`src/logic/fir_macros.svh`:
```
/*
 * FIR filter block constants: tap count, widths and settings addresses
 */
`ifndef FIR_MACROS_SVH
`define FIR_MACROS_SVH

// Filter geometry
`define FIR_NUM_TAPS 8
`define FIR_SAMPLE_W 16
// 16x16 product plus growth over eight taps
`define FIR_ACC_W 35

// Settings bus register map
`define FIR_SR_RELOAD      8'd128
`define FIR_SR_RELOAD_LAST 8'd129
`define FIR_SR_CONFIG      8'd130

// Readback map
`define FIR_RB_NUM_TAPS 8'd0
`define FIR_RB_DEFAULT  64'h0BADC0DE0BADC0DE

`endif

```
`src/logic/fir_pkg.sv`:
```
/*
 * FIR filter block types: sample and settings word views, sequencer states
 */
`include "fir_macros.svh"

package fir_pkg;

  // I in the upper half, Q in the lower half
  typedef struct packed {
    logic signed [`FIR_SAMPLE_W-1:0] i;
    logic signed [`FIR_SAMPLE_W-1:0] q;
  } iq_t;

  typedef union packed {
    logic [2*`FIR_SAMPLE_W-1:0] raw;
    iq_t                        iq;
  } sample_u;

  // Reload writes carry a Q1.15 coefficient in the low half
  typedef struct packed {
    logic [15:0]        pad;
    logic signed [15:0] value;
  } coef_view_t;

  typedef struct packed {
    logic [30:0] rsvd;
    logic        bypass;
  } cfg_view_t;

  typedef union packed {
    coef_view_t coef;
    cfg_view_t  cfg;
  } set_word_u;

  typedef enum logic [1:0] {IDLE, MAC, ROUND, OUT} fir_state_e;

endpackage

```
`src/logic/complex_mac.sv`:
```
/*
 * Complex MAC: one signed accumulator per rail, tap sample times
 * a real coefficient
 */
`timescale 1ns/1ns
`include "fir_macros.svh"

module complex_mac import fir_pkg::*; (
  input  logic                            ce_clk,
  input  logic                            i_reset,
  input  logic                            i_clear_acc,
  input  logic                            i_acc_en,
  input  sample_u                         i_tap_sample,
  input  logic signed [`FIR_SAMPLE_W-1:0] i_coef,
  output logic signed [`FIR_ACC_W-1:0]    o_acc_i,
  output logic signed [`FIR_ACC_W-1:0]    o_acc_q
);

  logic signed [`FIR_ACC_W-1:0] prod_i;
  logic signed [`FIR_ACC_W-1:0] prod_q;
  logic first_tap;

  // Products sign-extended to the accumulator width
  assign prod_i = i_tap_sample.iq.i * i_coef;
  assign prod_q = i_tap_sample.iq.q * i_coef;

  // Set by a clear, consumed by the next accumulate
  always_ff @(posedge ce_clk) begin
    if (i_reset) begin
      first_tap <= 1'b0;
    end else if (i_clear_acc) begin
      first_tap <= 1'b1;
    end else if (i_acc_en) begin
      first_tap <= 1'b0;
    end
  end

  always_ff @(posedge ce_clk) begin
    if (i_acc_en) begin
      if (first_tap) begin
        o_acc_i <= prod_i;
        o_acc_q <= prod_q;
      end else begin
        o_acc_i <= o_acc_i + prod_i;
        o_acc_q <= o_acc_q + prod_q;
      end
    end
  end

endmodule

```
`src/logic/fir_filter_block.sv`:
```
/*
 * FIR filter block for complex 16-bit I/Q samples with settings bus
 * coefficient reload, bypass and readback
 */
`timescale 1ns/1ns
`include "fir_macros.svh"

module fir_filter_block import fir_pkg::*; (
  input  logic        ce_clk,
  input  logic        i_reset,
  input  logic        i_clear,
  // Settings bus
  input  logic        i_set_stb,
  input  logic [7:0]  i_set_addr,
  input  logic [31:0] i_set_data,
  // Readback
  input  logic [7:0]  i_rb_addr,
  output logic [63:0] o_rb_data,
  // Sample input stream
  input  logic [31:0] i_tdata,
  input  logic        i_tlast,
  input  logic        i_tvalid,
  output logic        o_tready,
  // Sample output stream
  output logic [31:0] o_tdata,
  output logic        o_tlast,
  output logic        o_tvalid,
  input  logic        i_tready
);

  logic [$clog2(`FIR_NUM_TAPS)-1:0] tap_index;
  logic signed [`FIR_SAMPLE_W-1:0]  coef;
  logic signed [`FIR_ACC_W-1:0]     acc_i;
  logic signed [`FIR_ACC_W-1:0]     acc_q;
  sample_u tap_sample;
  sample_u newest;
  logic bypass, idle, shift, tap_start, tap_advance, tap_last;
  logic acc_clear, acc_en, round_load;

  ////////////////////
  // Control
  ////////////////////
  fir_settings_regs settings0 (
    .ce_clk(ce_clk), .i_reset(i_reset),
    .i_set_stb(i_set_stb), .i_set_addr(i_set_addr), .i_set_data(i_set_data),
    .i_idle(idle), .i_tap_index(tap_index), .o_coef(coef), .o_bypass(bypass),
    .i_rb_addr(i_rb_addr), .o_rb_data(o_rb_data));

  fir_sequencer seq0 (
    .ce_clk(ce_clk), .i_reset(i_reset),
    .i_tvalid(i_tvalid), .i_tlast(i_tlast), .o_tready(o_tready),
    .i_out_ready(i_tready), .o_out_valid(o_tvalid), .o_out_last(o_tlast),
    .i_bypass(bypass), .i_tap_last(tap_last),
    .o_shift(shift), .o_tap_start(tap_start), .o_tap_advance(tap_advance),
    .o_acc_clear(acc_clear), .o_acc_en(acc_en), .o_round_load(round_load),
    .o_idle(idle));

  tap_counter taps0 (
    .ce_clk(ce_clk), .i_reset(i_reset), .i_start(tap_start),
    .i_advance(tap_advance), .o_index(tap_index), .o_last(tap_last));

  ////////////////////
  // Datapath
  ////////////////////
  sample_delay_line delay0 (
    .ce_clk(ce_clk), .i_reset(i_reset), .i_clear(i_clear), .i_shift(shift),
    .i_sample(i_tdata), .i_tap_index(tap_index),
    .o_tap_sample(tap_sample), .o_newest(newest));

  complex_mac mac0 (
    .ce_clk(ce_clk), .i_reset(i_reset), .i_clear_acc(acc_clear),
    .i_acc_en(acc_en), .i_tap_sample(tap_sample), .i_coef(coef),
    .o_acc_i(acc_i), .o_acc_q(acc_q));

  round_and_clip round0 (
    .ce_clk(ce_clk), .i_reset(i_reset), .i_load(round_load),
    .i_bypass(bypass), .i_acc_i(acc_i), .i_acc_q(acc_q),
    .i_raw(newest), .o_tdata(o_tdata));

endmodule

```
`src/logic/fir_sequencer.sv`:
```
/*
 * FIR sequencer: accepts one sample, runs the tap MAC pass, loads the
 * rounder and holds the result until the output handshake
 */
`timescale 1ns/1ns

module fir_sequencer import fir_pkg::*; (
  input  logic ce_clk,
  input  logic i_reset,
  // Input stream handshake
  input  logic i_tvalid,
  input  logic i_tlast,
  output logic o_tready,
  // Output stream handshake
  input  logic i_out_ready,
  output logic o_out_valid,
  output logic o_out_last,
  input  logic i_bypass,
  input  logic i_tap_last,
  // Datapath strobes
  output logic o_shift,
  output logic o_tap_start,
  output logic o_tap_advance,
  output logic o_acc_clear,
  output logic o_acc_en,
  output logic o_round_load,
  output logic o_idle
);

  fir_state_e state;
  fir_state_e next_state;
  logic accept;

  assign accept = i_tvalid && o_tready;
  assign o_idle = (state == IDLE);

  always_comb begin
    next_state    = state;
    o_shift       = 1'b0;
    o_tap_start   = 1'b0;
    o_tap_advance = 1'b0;
    o_acc_clear   = 1'b0;
    o_acc_en      = 1'b0;
    o_round_load  = 1'b0;
    case (state)
      IDLE: begin
        if (accept) begin
          o_shift = 1'b1;
          if (i_bypass) begin
            // Newest word goes straight to the rounder's raw path
            next_state = ROUND;
          end else begin
            o_tap_start = 1'b1;
            o_acc_clear = 1'b1;
            next_state  = MAC;
          end
        end
      end
      MAC: begin
        o_acc_en = 1'b1;
        if (i_tap_last) begin
          next_state = ROUND;
        end else begin
          o_tap_advance = 1'b1;
        end
      end
      ROUND: begin
        o_round_load = 1'b1;
        next_state   = OUT;
      end
      OUT: begin
        if (i_out_ready) begin
          next_state = IDLE;
        end
      end
      default: next_state = IDLE;
    endcase
  end

  ////////////////////
  // State and handshake flags
  ////////////////////
  always_ff @(posedge ce_clk) begin
    if (i_reset) begin
      state       <= IDLE;
      o_tready    <= 1'b0;
      o_out_valid <= 1'b0;
      o_out_last  <= 1'b0;
    end else begin
      state       <= next_state;
      // Ready exactly while the state is IDLE
      o_tready    <= (next_state == IDLE);
      o_out_valid <= (next_state == OUT);
      if (accept) begin
        o_out_last <= i_tlast;
      end
    end
  end

endmodule

```
`src/logic/fir_settings_regs.sv`:
```
/*
 * FIR settings registers: coefficient reload into a shadow bank, commit
 * into the active bank when the filter is idle, config and readback
 */
`timescale 1ns/1ns
`include "fir_macros.svh"

module fir_settings_regs import fir_pkg::*; (
  input  logic                                  ce_clk,
  input  logic                                  i_reset,
  input  logic                                  i_set_stb,
  input  logic [7:0]                            i_set_addr,
  input  logic [31:0]                           i_set_data,
  input  logic                                  i_idle,
  input  logic [$clog2(`FIR_NUM_TAPS)-1:0]      i_tap_index,
  output logic signed [`FIR_SAMPLE_W-1:0]       o_coef,
  output logic                                  o_bypass,
  input  logic [7:0]                            i_rb_addr,
  output logic [63:0]                           o_rb_data
);

  set_word_u set_word;
  logic signed [`FIR_SAMPLE_W-1:0] shadow_bank [`FIR_NUM_TAPS];
  logic signed [`FIR_SAMPLE_W-1:0] active_bank [`FIR_NUM_TAPS];
  logic [$clog2(`FIR_NUM_TAPS)-1:0] wr_ptr;
  logic commit_pending;
  logic reload_wr;
  logic swap;

  assign set_word  = i_set_data;
  assign reload_wr = i_set_stb &&
                     (i_set_addr == `FIR_SR_RELOAD || i_set_addr == `FIR_SR_RELOAD_LAST);
  // Swap only while idle since the MAC reads the active bank
  assign swap      = commit_pending && i_idle;

  ////////////////////
  // Coefficient banks
  ////////////////////
  always_ff @(posedge ce_clk) begin
    if (i_reset) begin
      for (int k = 0; k < `FIR_NUM_TAPS; k++) begin
        shadow_bank[k] <= '0;
        active_bank[k] <= '0;
      end
      wr_ptr         <= '0;
      commit_pending <= 1'b0;
    end else begin
      if (reload_wr) begin
        shadow_bank[wr_ptr] <= set_word.coef.value;
        wr_ptr              <= wr_ptr + 1'b1;
      end
      if (i_set_stb && i_set_addr == `FIR_SR_RELOAD_LAST) begin
        commit_pending <= 1'b1;
      end else if (swap) begin
        commit_pending <= 1'b0;
      end
      if (swap) begin
        for (int k = 0; k < `FIR_NUM_TAPS; k++) begin
          active_bank[k] <= shadow_bank[k];
        end
        wr_ptr <= '0;
      end
    end
  end

  assign o_coef = active_bank[i_tap_index];

  // Config register
  always_ff @(posedge ce_clk) begin
    if (i_reset) begin
      o_bypass <= 1'b0;
    end else if (i_set_stb && i_set_addr == `FIR_SR_CONFIG) begin
      o_bypass <= set_word.cfg.bypass;
    end
  end

  ////////////////////
  // Readback
  ////////////////////
  always_comb begin
    case (i_rb_addr)
      `FIR_RB_NUM_TAPS: o_rb_data = 64'(`FIR_NUM_TAPS);
      default:          o_rb_data = `FIR_RB_DEFAULT;
    endcase
  end

endmodule

```
`src/logic/round_and_clip.sv`:
```
/*
 * Output stage: round both accumulators by 15 bits and saturate to
 * 16 bits, or pass the raw word through in bypass
 */
`timescale 1ns/1ns
`include "fir_macros.svh"

module round_and_clip import fir_pkg::*; (
  input  logic                         ce_clk,
  input  logic                         i_reset,
  input  logic                         i_load,
  input  logic                         i_bypass,
  input  logic signed [`FIR_ACC_W-1:0] i_acc_i,
  input  logic signed [`FIR_ACC_W-1:0] i_acc_q,
  input  sample_u                      i_raw,
  output sample_u                      o_tdata
);

  // Round half up, drop 15 fraction bits, clip to the 16-bit range
  function automatic logic signed [`FIR_SAMPLE_W-1:0] round_clip(
    input logic signed [`FIR_ACC_W-1:0] acc
  );
    logic signed [`FIR_ACC_W-1:0]  biased;
    logic signed [`FIR_ACC_W-16:0] shifted;
    biased  = acc + `FIR_ACC_W'(1 << 14);
    shifted = biased[`FIR_ACC_W-1:15];
    if (shifted > 32767) begin
      return 16'sh7fff;
    end else if (shifted < -32768) begin
      return 16'sh8000;
    end
    return shifted[`FIR_SAMPLE_W-1:0];
  endfunction

  // Held while the sequencer waits for the output handshake
  always_ff @(posedge ce_clk) begin
    if (i_reset) begin
      o_tdata <= '0;
    end else if (i_load) begin
      if (i_bypass) begin
        o_tdata.raw <= i_raw.raw;
      end else begin
        o_tdata.iq.i <= round_clip(i_acc_i);
        o_tdata.iq.q <= round_clip(i_acc_q);
      end
    end
  end

endmodule

```
`src/logic/sample_delay_line.sv`:
```
/*
 * Sample history of the last NUM_TAPS words, newest at index 0
 */
`timescale 1ns/1ns
`include "fir_macros.svh"

module sample_delay_line import fir_pkg::*; (
  input  logic                             ce_clk,
  input  logic                             i_reset,
  input  logic                             i_clear,
  input  logic                             i_shift,
  input  sample_u                          i_sample,
  input  logic [$clog2(`FIR_NUM_TAPS)-1:0] i_tap_index,
  output sample_u                          o_tap_sample,
  output sample_u                          o_newest
);

  sample_u history [`FIR_NUM_TAPS];

  always_ff @(posedge ce_clk) begin
    if (i_reset || i_clear) begin
      // Filter restarts from an all-zero history
      for (int k = 0; k < `FIR_NUM_TAPS; k++) begin
        history[k] <= '0;
      end
    end else if (i_shift) begin
      history[0] <= i_sample;
      for (int k = 1; k < `FIR_NUM_TAPS; k++) begin
        history[k] <= history[k-1];
      end
    end
  end

  // Tap read for the MAC
  assign o_tap_sample = history[i_tap_index];

  // Bypass path takes the word just shifted in
  assign o_newest = history[0];

endmodule

```
`src/logic/tap_counter.sv`:
```
/*
 * Tap index counter for the MAC pass, flags the last tap
 */
`timescale 1ns/1ns
`include "fir_macros.svh"

module tap_counter (
  input  logic                             ce_clk,
  input  logic                             i_reset,
  input  logic                             i_start,
  input  logic                             i_advance,
  output logic [$clog2(`FIR_NUM_TAPS)-1:0] o_index,
  output logic                             o_last
);

  always_ff @(posedge ce_clk) begin
    if (i_reset) begin
      o_index <= '0;
    end else if (i_start) begin
      o_index <= '0;
    end else if (i_advance) begin
      o_index <= o_index + 1'b1;
    end
  end

  assign o_last = (o_index == ($clog2(`FIR_NUM_TAPS))'(`FIR_NUM_TAPS - 1));

endmodule

```
`config.mk`:
```
export PLATFORM = sky130hd
export DESIGN_NAME = fir_filter_block
export DESIGN_NICKNAME = d
export VERILOG_FILES = /design/src/logic/fir_pkg.sv /design/src/logic/complex_mac.sv /design/src/logic/fir_filter_block.sv /design/src/logic/fir_sequencer.sv /design/src/logic/fir_settings_regs.sv /design/src/logic/round_and_clip.sv /design/src/logic/sample_delay_line.sv /design/src/logic/tap_counter.sv
export VERILOG_INCLUDE_DIRS = /design/src /design/src/logic
export SDC_FILE = /design/constraint.sdc
export NUM_CORES = 2
export LEC_CHECK = 0
export BUFFER_PORTS_ARGS = -buffer_cell sky130_fd_sc_hd__buf_2
export CAP_MARGIN = 10
export CORE_MARGIN = 4
export CORE_UTILIZATION = 52
export CTS_CLUSTER_DIAMETER = 200
export DETAILED_ROUTE_END_ITERATION = 7
export GPL_TIMING_DRIVEN = 0
export PLACE_DENSITY = 0.69
export SLEW_MARGIN = 0
export SYNTH_ARGS = -nofsm -noshare
export SYNTH_HDL_FRONTEND = slang
export SYNTH_SLANG_ARGS = --single-unit
```
`constraint.sdc`:
```
create_clock -name ce_clk -period 12.9 [get_ports ce_clk]
set_clock_uncertainty 0.05 [all_clocks]
set_input_delay 0.645 -clock ce_clk [delete_from_list [all_inputs] [get_ports ce_clk]]
set_output_delay 0.645 -clock ce_clk [all_outputs]
set_load 0.05 [all_outputs]
```
### After elaboration in Yosys (flattened, before gate mapping)

Memories as Yosys holds them, arrays and structs flattened. A register that Yosys moved wholly into a read port is not among the register bits.
Cells that the tools add are included.

* word-level logic and storage cells: 140
* bits of input ports: 87
* RAM bits: 512
* memories: 3
* register bits: 116

* muxes and demuxes: 74
* reductions and logical operators: 15
* bitwise operators: 16
* eq/ne operators: 8
* $add $sub $neg: 6
* magnitude comparators: 4
* $mul: 2

Memories
* delay0.history: depth 8, bits a word 32, rd ports 8, clocked after memory_dff 1, write ports 8, RTL line sample_delay_line.sv:18 `` sample_u history [`FIR_NUM_TAPS]; ``
* settings0.active_bank: depth 8, bits a word 16, rd ports 1, clocked after memory_dff 1, write ports 8, RTL line fir_settings_regs.sv:24 `` logic signed [`FIR_SAMPLE_W-1:0] active_bank [`FIR_NUM_TAPS]; ``
* settings0.shadow_bank: depth 8, bits a word 16, rd ports 8, clocked after memory_dff 0, write ports 8, RTL line fir_settings_regs.sv:23 `` logic signed [`FIR_SAMPLE_W-1:0] shadow_bank [`FIR_NUM_TAPS]; ``

Operator list (count)
* 32-bit 2-to-1 mux: 9
* 16-bit 2-to-1 mux: 15
* 35-bit by 16-bit adder with 35-bit output (second input constant): 2
* 35-bit adder: 2
* 35-bit 2-to-1 mux: 2
* 16-bit by 16-bit multiplier with 32-bit output: 2
* 60-bit 2-to-1 mux: 1
* 20-bit by 16-bit greater-than comparator with 1-bit output (second input constant): 2
* 20-bit by 16-bit less-than comparator with 1-bit output (second input constant): 2
* 1-bit 2-to-1 mux: 37
* 8-bit equality test (second input constant): 3
* 1-bit bitwise OR: 16
* 16-bit OR reduction: 1
* 3-bit 2-to-1 mux: 5
* 8-bit zero test: 1
* 2-bit 2-to-1 mux: 4
* 2-bit one-hot mux with 4 select lines: 1
* 3-bit by 1-bit adder with 3-bit output (second input constant): 2
* 2-bit equality test (second input constant): 3
* 1-bit logical AND: 5
* 2-bit zero test: 2
* 2-bit nonzero test: 2
* 2-bit OR reduction: 2
* 3-bit equality test (second input constant): 1
* 2 further kinds: 3

### Logic depth before layout (Yosys ltp)

* depth in word-level cells: 9
* mapped depth: 39
* depth with buffers taken out: 35

### Modules after synthesis

From an unflattened synthesis, not the netlist that was laid out.

* cell total of the unflattened synthesis: 4571
* area total of the unflattened synthesis: 51251.7 um2

Modules (own cells, without submodules)
* complex_mac: cells each 2848, area an instance 25847.3 um2, instances 1, seq. area each 2122.0 um2
* sample_delay_line: cells each 656, area an instance 11487.3 um2, instances 1, seq. area each 7687.4 um2
* fir_settings_regs: cells each 736, area an instance 11174.5 um2, instances 1, seq. area each 7787.5 um2
* round_and_clip: cells each 292, area an instance 2369.8 um2, instances 1, seq. area each 640.6 um2
* fir_sequencer: cells each 28, area an instance 239.0 um2, instances 1, seq. area each 100.1 um2
* tap_counter: cells each 11, area an instance 133.9 um2, instances 1, seq. area each 60.1 um2

### Worst setup path after synthesis

Ideal clock, no wire load.

* path type: register -> register
* from: register with a tool-made name
* to: register mac0.o_acc_i[34], data pin
* setup slack: 3.304 ns
* stages on the path, launching flop included: 37
* period minus slack after synthesis: 9.596 ns
* library setup time: 0.261 ns
* path buffers: 4
* arrival time: 9.286 ns
* path through: dfxtp_1 clkbuf_1 buf_2 buf_2 buf_2 mux4_2 mux2i_1 nor2_1 fa_1 inv_1 fa_1 fa_1 inv_1 fa_1 fa_1 inv_1 fa_1 inv_1 ha_1 a21o_1 a21o_1 a21o_1 a221o_1 or3_4 o21a_1 a21oi_2 xnor2_1 ha_1 a41oi_1 o21ai_0 a21oi_1 nand2_1 o31a_1 a211oi_1 a21oi_1 mux2i_1 xnor2_1

RTL lines
* end signal: assignment: RTL line complex_mac.sv:41 `o_acc_i <= prod_i;`
* end signal: assignment: RTL line complex_mac.sv:44 `o_acc_i <= o_acc_i + prod_i;`
* end: declaration: RTL line complex_mac.sv:15 `` output logic signed [`FIR_ACC_W-1:0] o_acc_i, ``

==> flow_summary.yaml <==
outcome:
  outcome: "completed"
synthesis:
  synth.avg_cell_area_sq_um: 10.98
  synth_edf_count: 582
  ys.warnings.count: 0
  synth_area_leaders: "edfxtp_1 34%, fa_1 21%, ha_1 6.0%"
  async_flop_share_pct: 0
  synthDominantCellAreaShare_pct: 34.29
  synth_seq_cells: 631
  synth_flop_cell: "edfxtp_1"
  syn_area_sq_um: 50970
  ys_seq_area_share_pct: 36.21
  yosysTopAreaCell: "edfxtp_1"
  netlist_instances: 4641
  synth.distinct_cells: 77
pwr:
  vdd.ir_drop.worst_uv: 293.2
  seqPwrFrac_pct: 21.0
  total_leakage_power_uw: 0.02498
  power_density_nw_per_um2: 246.4
  power_uw: 13800
  swShare_pct: 44.50
  p_int_uw: 7658
  p_comb_share_pct: 64.1
  switchingPower_uw: 6139
  pwr-share-clk_pct: 14.9
sta:
  rsz0062_at_grt: "false"
  hold_viol: 0
  worstMarginPinSlew_ns: 1.390
  finalCritPeriodShare_pct: 95.99
  fin_worst_hold_slack_ns: 0.1855
  period_minus_slack_ns: 12.38
  fmax_mhz: 80.76
  setup_tns_ns: 0
  maxSlewHeadroom_pct: 4.701
  maxSlewViolCount: 0
  setup_viol: 0
cts:
  insertion_delay_ns: 0.66
  cts_tree: "done"
  clkTransAtPathRegs_ns: 0.06
  clk_path_buf_depth: 3
  clock-sinks: 631
  holdBufCountCts: 0
  cts_root_buffer: "clkbuf_16"
  cts-htree-levels: 3
  cts_buffers: 72
final_layout:
  layout_common_cells: "641 x inv_1, 582 x edfxtp_1, 526 x fa_1"
  final_common_cell: "inv_1"
  drive_gt1_share_pct: 10.83
  multi_input_area_sq_um: 29030
  seq_area_sq_um: 18460
  fillers: 8237
  areaGrowthSynthToFinish_pct: 9.875
  stdcell_area_sq_um: 56010
  num-nets-final: 5752
placed_design:
  gp_congestion: 1.003
  dpl_cell_area_sq_um: 53640
  port-buffer-count: 135
  dpl.hpwl_um: 116100
critical_path:
  crit_buf_inv: 8
  startpoint_type: "register"
  critPathTopFamily: "adder cells"
  arrival_ns: 12.75
  cp.required_ns: 13.26
  cpMaxStageDelayCell: "clkbuf_1"
  crit_top_cell: "fa_1"
  end_kind: "register"
  worst-path-max-fanout: 10
  slowest_delay_ns: 0.81
  crit_type: "reg2reg"
routing:
  antenna_left: 0
  via_per_inst: 5.707
  firstDrtPassIters: 8
  wirelength_um: 146500
  wl_per_cell_um: 23.52
  drtIter0Drc: 3059
  drc: 0
  vias: 35540
floorplan:
  dieWidth_um: 321.1
  start_util_pct: 52.55
  rows: 114
  dieHeight_um: 321.1
  dieArea_sq_um: 103100
  io_pins: 186
  core_sq_um: 96990
global_route:
  grt_overflow: 0
  antenna_found_initial: 5
  grt_max_degree: 72
  grtUsageTotal_pct: 28.72
  grt_pass1_wl_um: 219800
  first_global_vias: 36160
run:
  cap_violations: 0
min_path:
  hp-class: "in2reg"
## state kept, by name (all words and copies together), names as in the netlist, named ones only
register / count
mac0.o_acc_q: 35
settings0.wr_ptr: 3
mac0.first_tap: 1
seq0.o_out_valid: 1
mac0.o_acc_i: 35
seq0.state: 2
seq0.o_out_last: 1
taps0.o_index: 3
seq0.o_tready: 1
settings0.shadow_bank: 128
settings0.commit_pending: 1
round0.o_tdata: 32
delay0.history: 256
settings0.o_bypass: 1
settings0.active_bank: 128
## worst min-delay path: cells and delay by family
family | cells | cell delay (ns)
buf+inv | 1 | 0.10
compound gates | 1 | 0.05
simple gates | 1 | 0.05
## path summary, 6_finish.rpt
kind | start | end | slack (ns) | cells after the start
setup reg to reg | register | mac0.o_acc_i[34] | 0.52 | 36
setup / recovery | register | mac0.o_acc_i[34] | 0.52 | 36
hold reg to reg | round0.o_tdata[31] | round0.o_tdata[31] | 0.40 | 2
hold / removal | i_tlast | seq0.o_out_last | 0.19 | 3
## Yosys cell counts (14+ instances only)
cell type / instances
o21ai_0: 93
nand2b_1: 42
mux4_2: 96
nor2b_1: 53
fa_1: 526
clkbuf_1: 167
o21bai_1: 19
xnor2_1: 103
buf_1: 17
a21o_1: 50
a21oi_1: 133
edfxtp_1: 582
xor2_1: 52
nor3_1: 33
dfxtp_1: 49
buf_2: 14
or2_2: 36
nand4_1: 22
nand3_1: 46
and2_1: 300
a211oi_1: 29
ha_1: 245
buf_4: 63
mux2i_1: 59
mux2_2: 51
nand2_1: 317
a31oi_1: 16
inv_1: 642
a22oi_1: 32
and3_1: 215
nor2_1: 399
## cell type report
class / instances / share of cell area, %
Clock buffer: 92 / 3.519
Antenna cell: 2 / 0.008936
Multi-Input combinational cell: 3135 / 51.83
Clock inverter: 38 / 0.6881
Tap cell: 1276 / 2.851
Timing Repair Buffer: 148 / 1.613
Sequential cell: 631 / 32.96
Buffer: 263 / 2.223
Inverter: 643 / 4.314
## cells by family after synthesis
logic type / share of synthesized area [%]
muxes: 6.527
AOI/OAI and AO/OA: 5.955
other: 0.01473
buffers and inverters: 7.175
xor gates and xnor gates: 2.663
and+or+nand+nor: 14.78
adders and majority gates: 26.67
DFF: 36.21
## through the flow
| stage | setup slack (ns) | cells | util (%) |
|---|---|---|---|
| detailed placement | 0.1606 | 6096 | 55.30 |
| CTS | 0.2234 | 6226 | 57.73 |
| global placement | 0.1628 | 6083 | 55.01 |
| global route | 0.06807 | 6226 | 57.74 |
| floorplan | 3.304 | 4672 | - |
| finish | 0.5173 | 6228 | 57.74 |
## power by group through the flow
stage	sequential, uW	combinational, uW	clock [uW]
global route	2920	9950	2170
finish	2900	8840	2060
detailed placement	2940	8780	0
global placement	2950	8610	0
floorplan	2880	6860	0
CTS	2900	8840	2090
## timing repair
| action | in CTS | in global routing |
|---|---|---|
| gates resized for setup | 0 | 4 |
| setup endpoints to repair | 0 | 13 |
| buffers inserted | 0 | 0 |
## routing by layer
layer | wire length, um | GRT usage [%]
met5 | 0 | 0
met4 | 10860 | 17.96
met3 | 12070 | 5.524
met1 | 55640 | 36.45
met2 | 67910 | 45.79
Note: power is estimated with default switching activity, not from simulation.
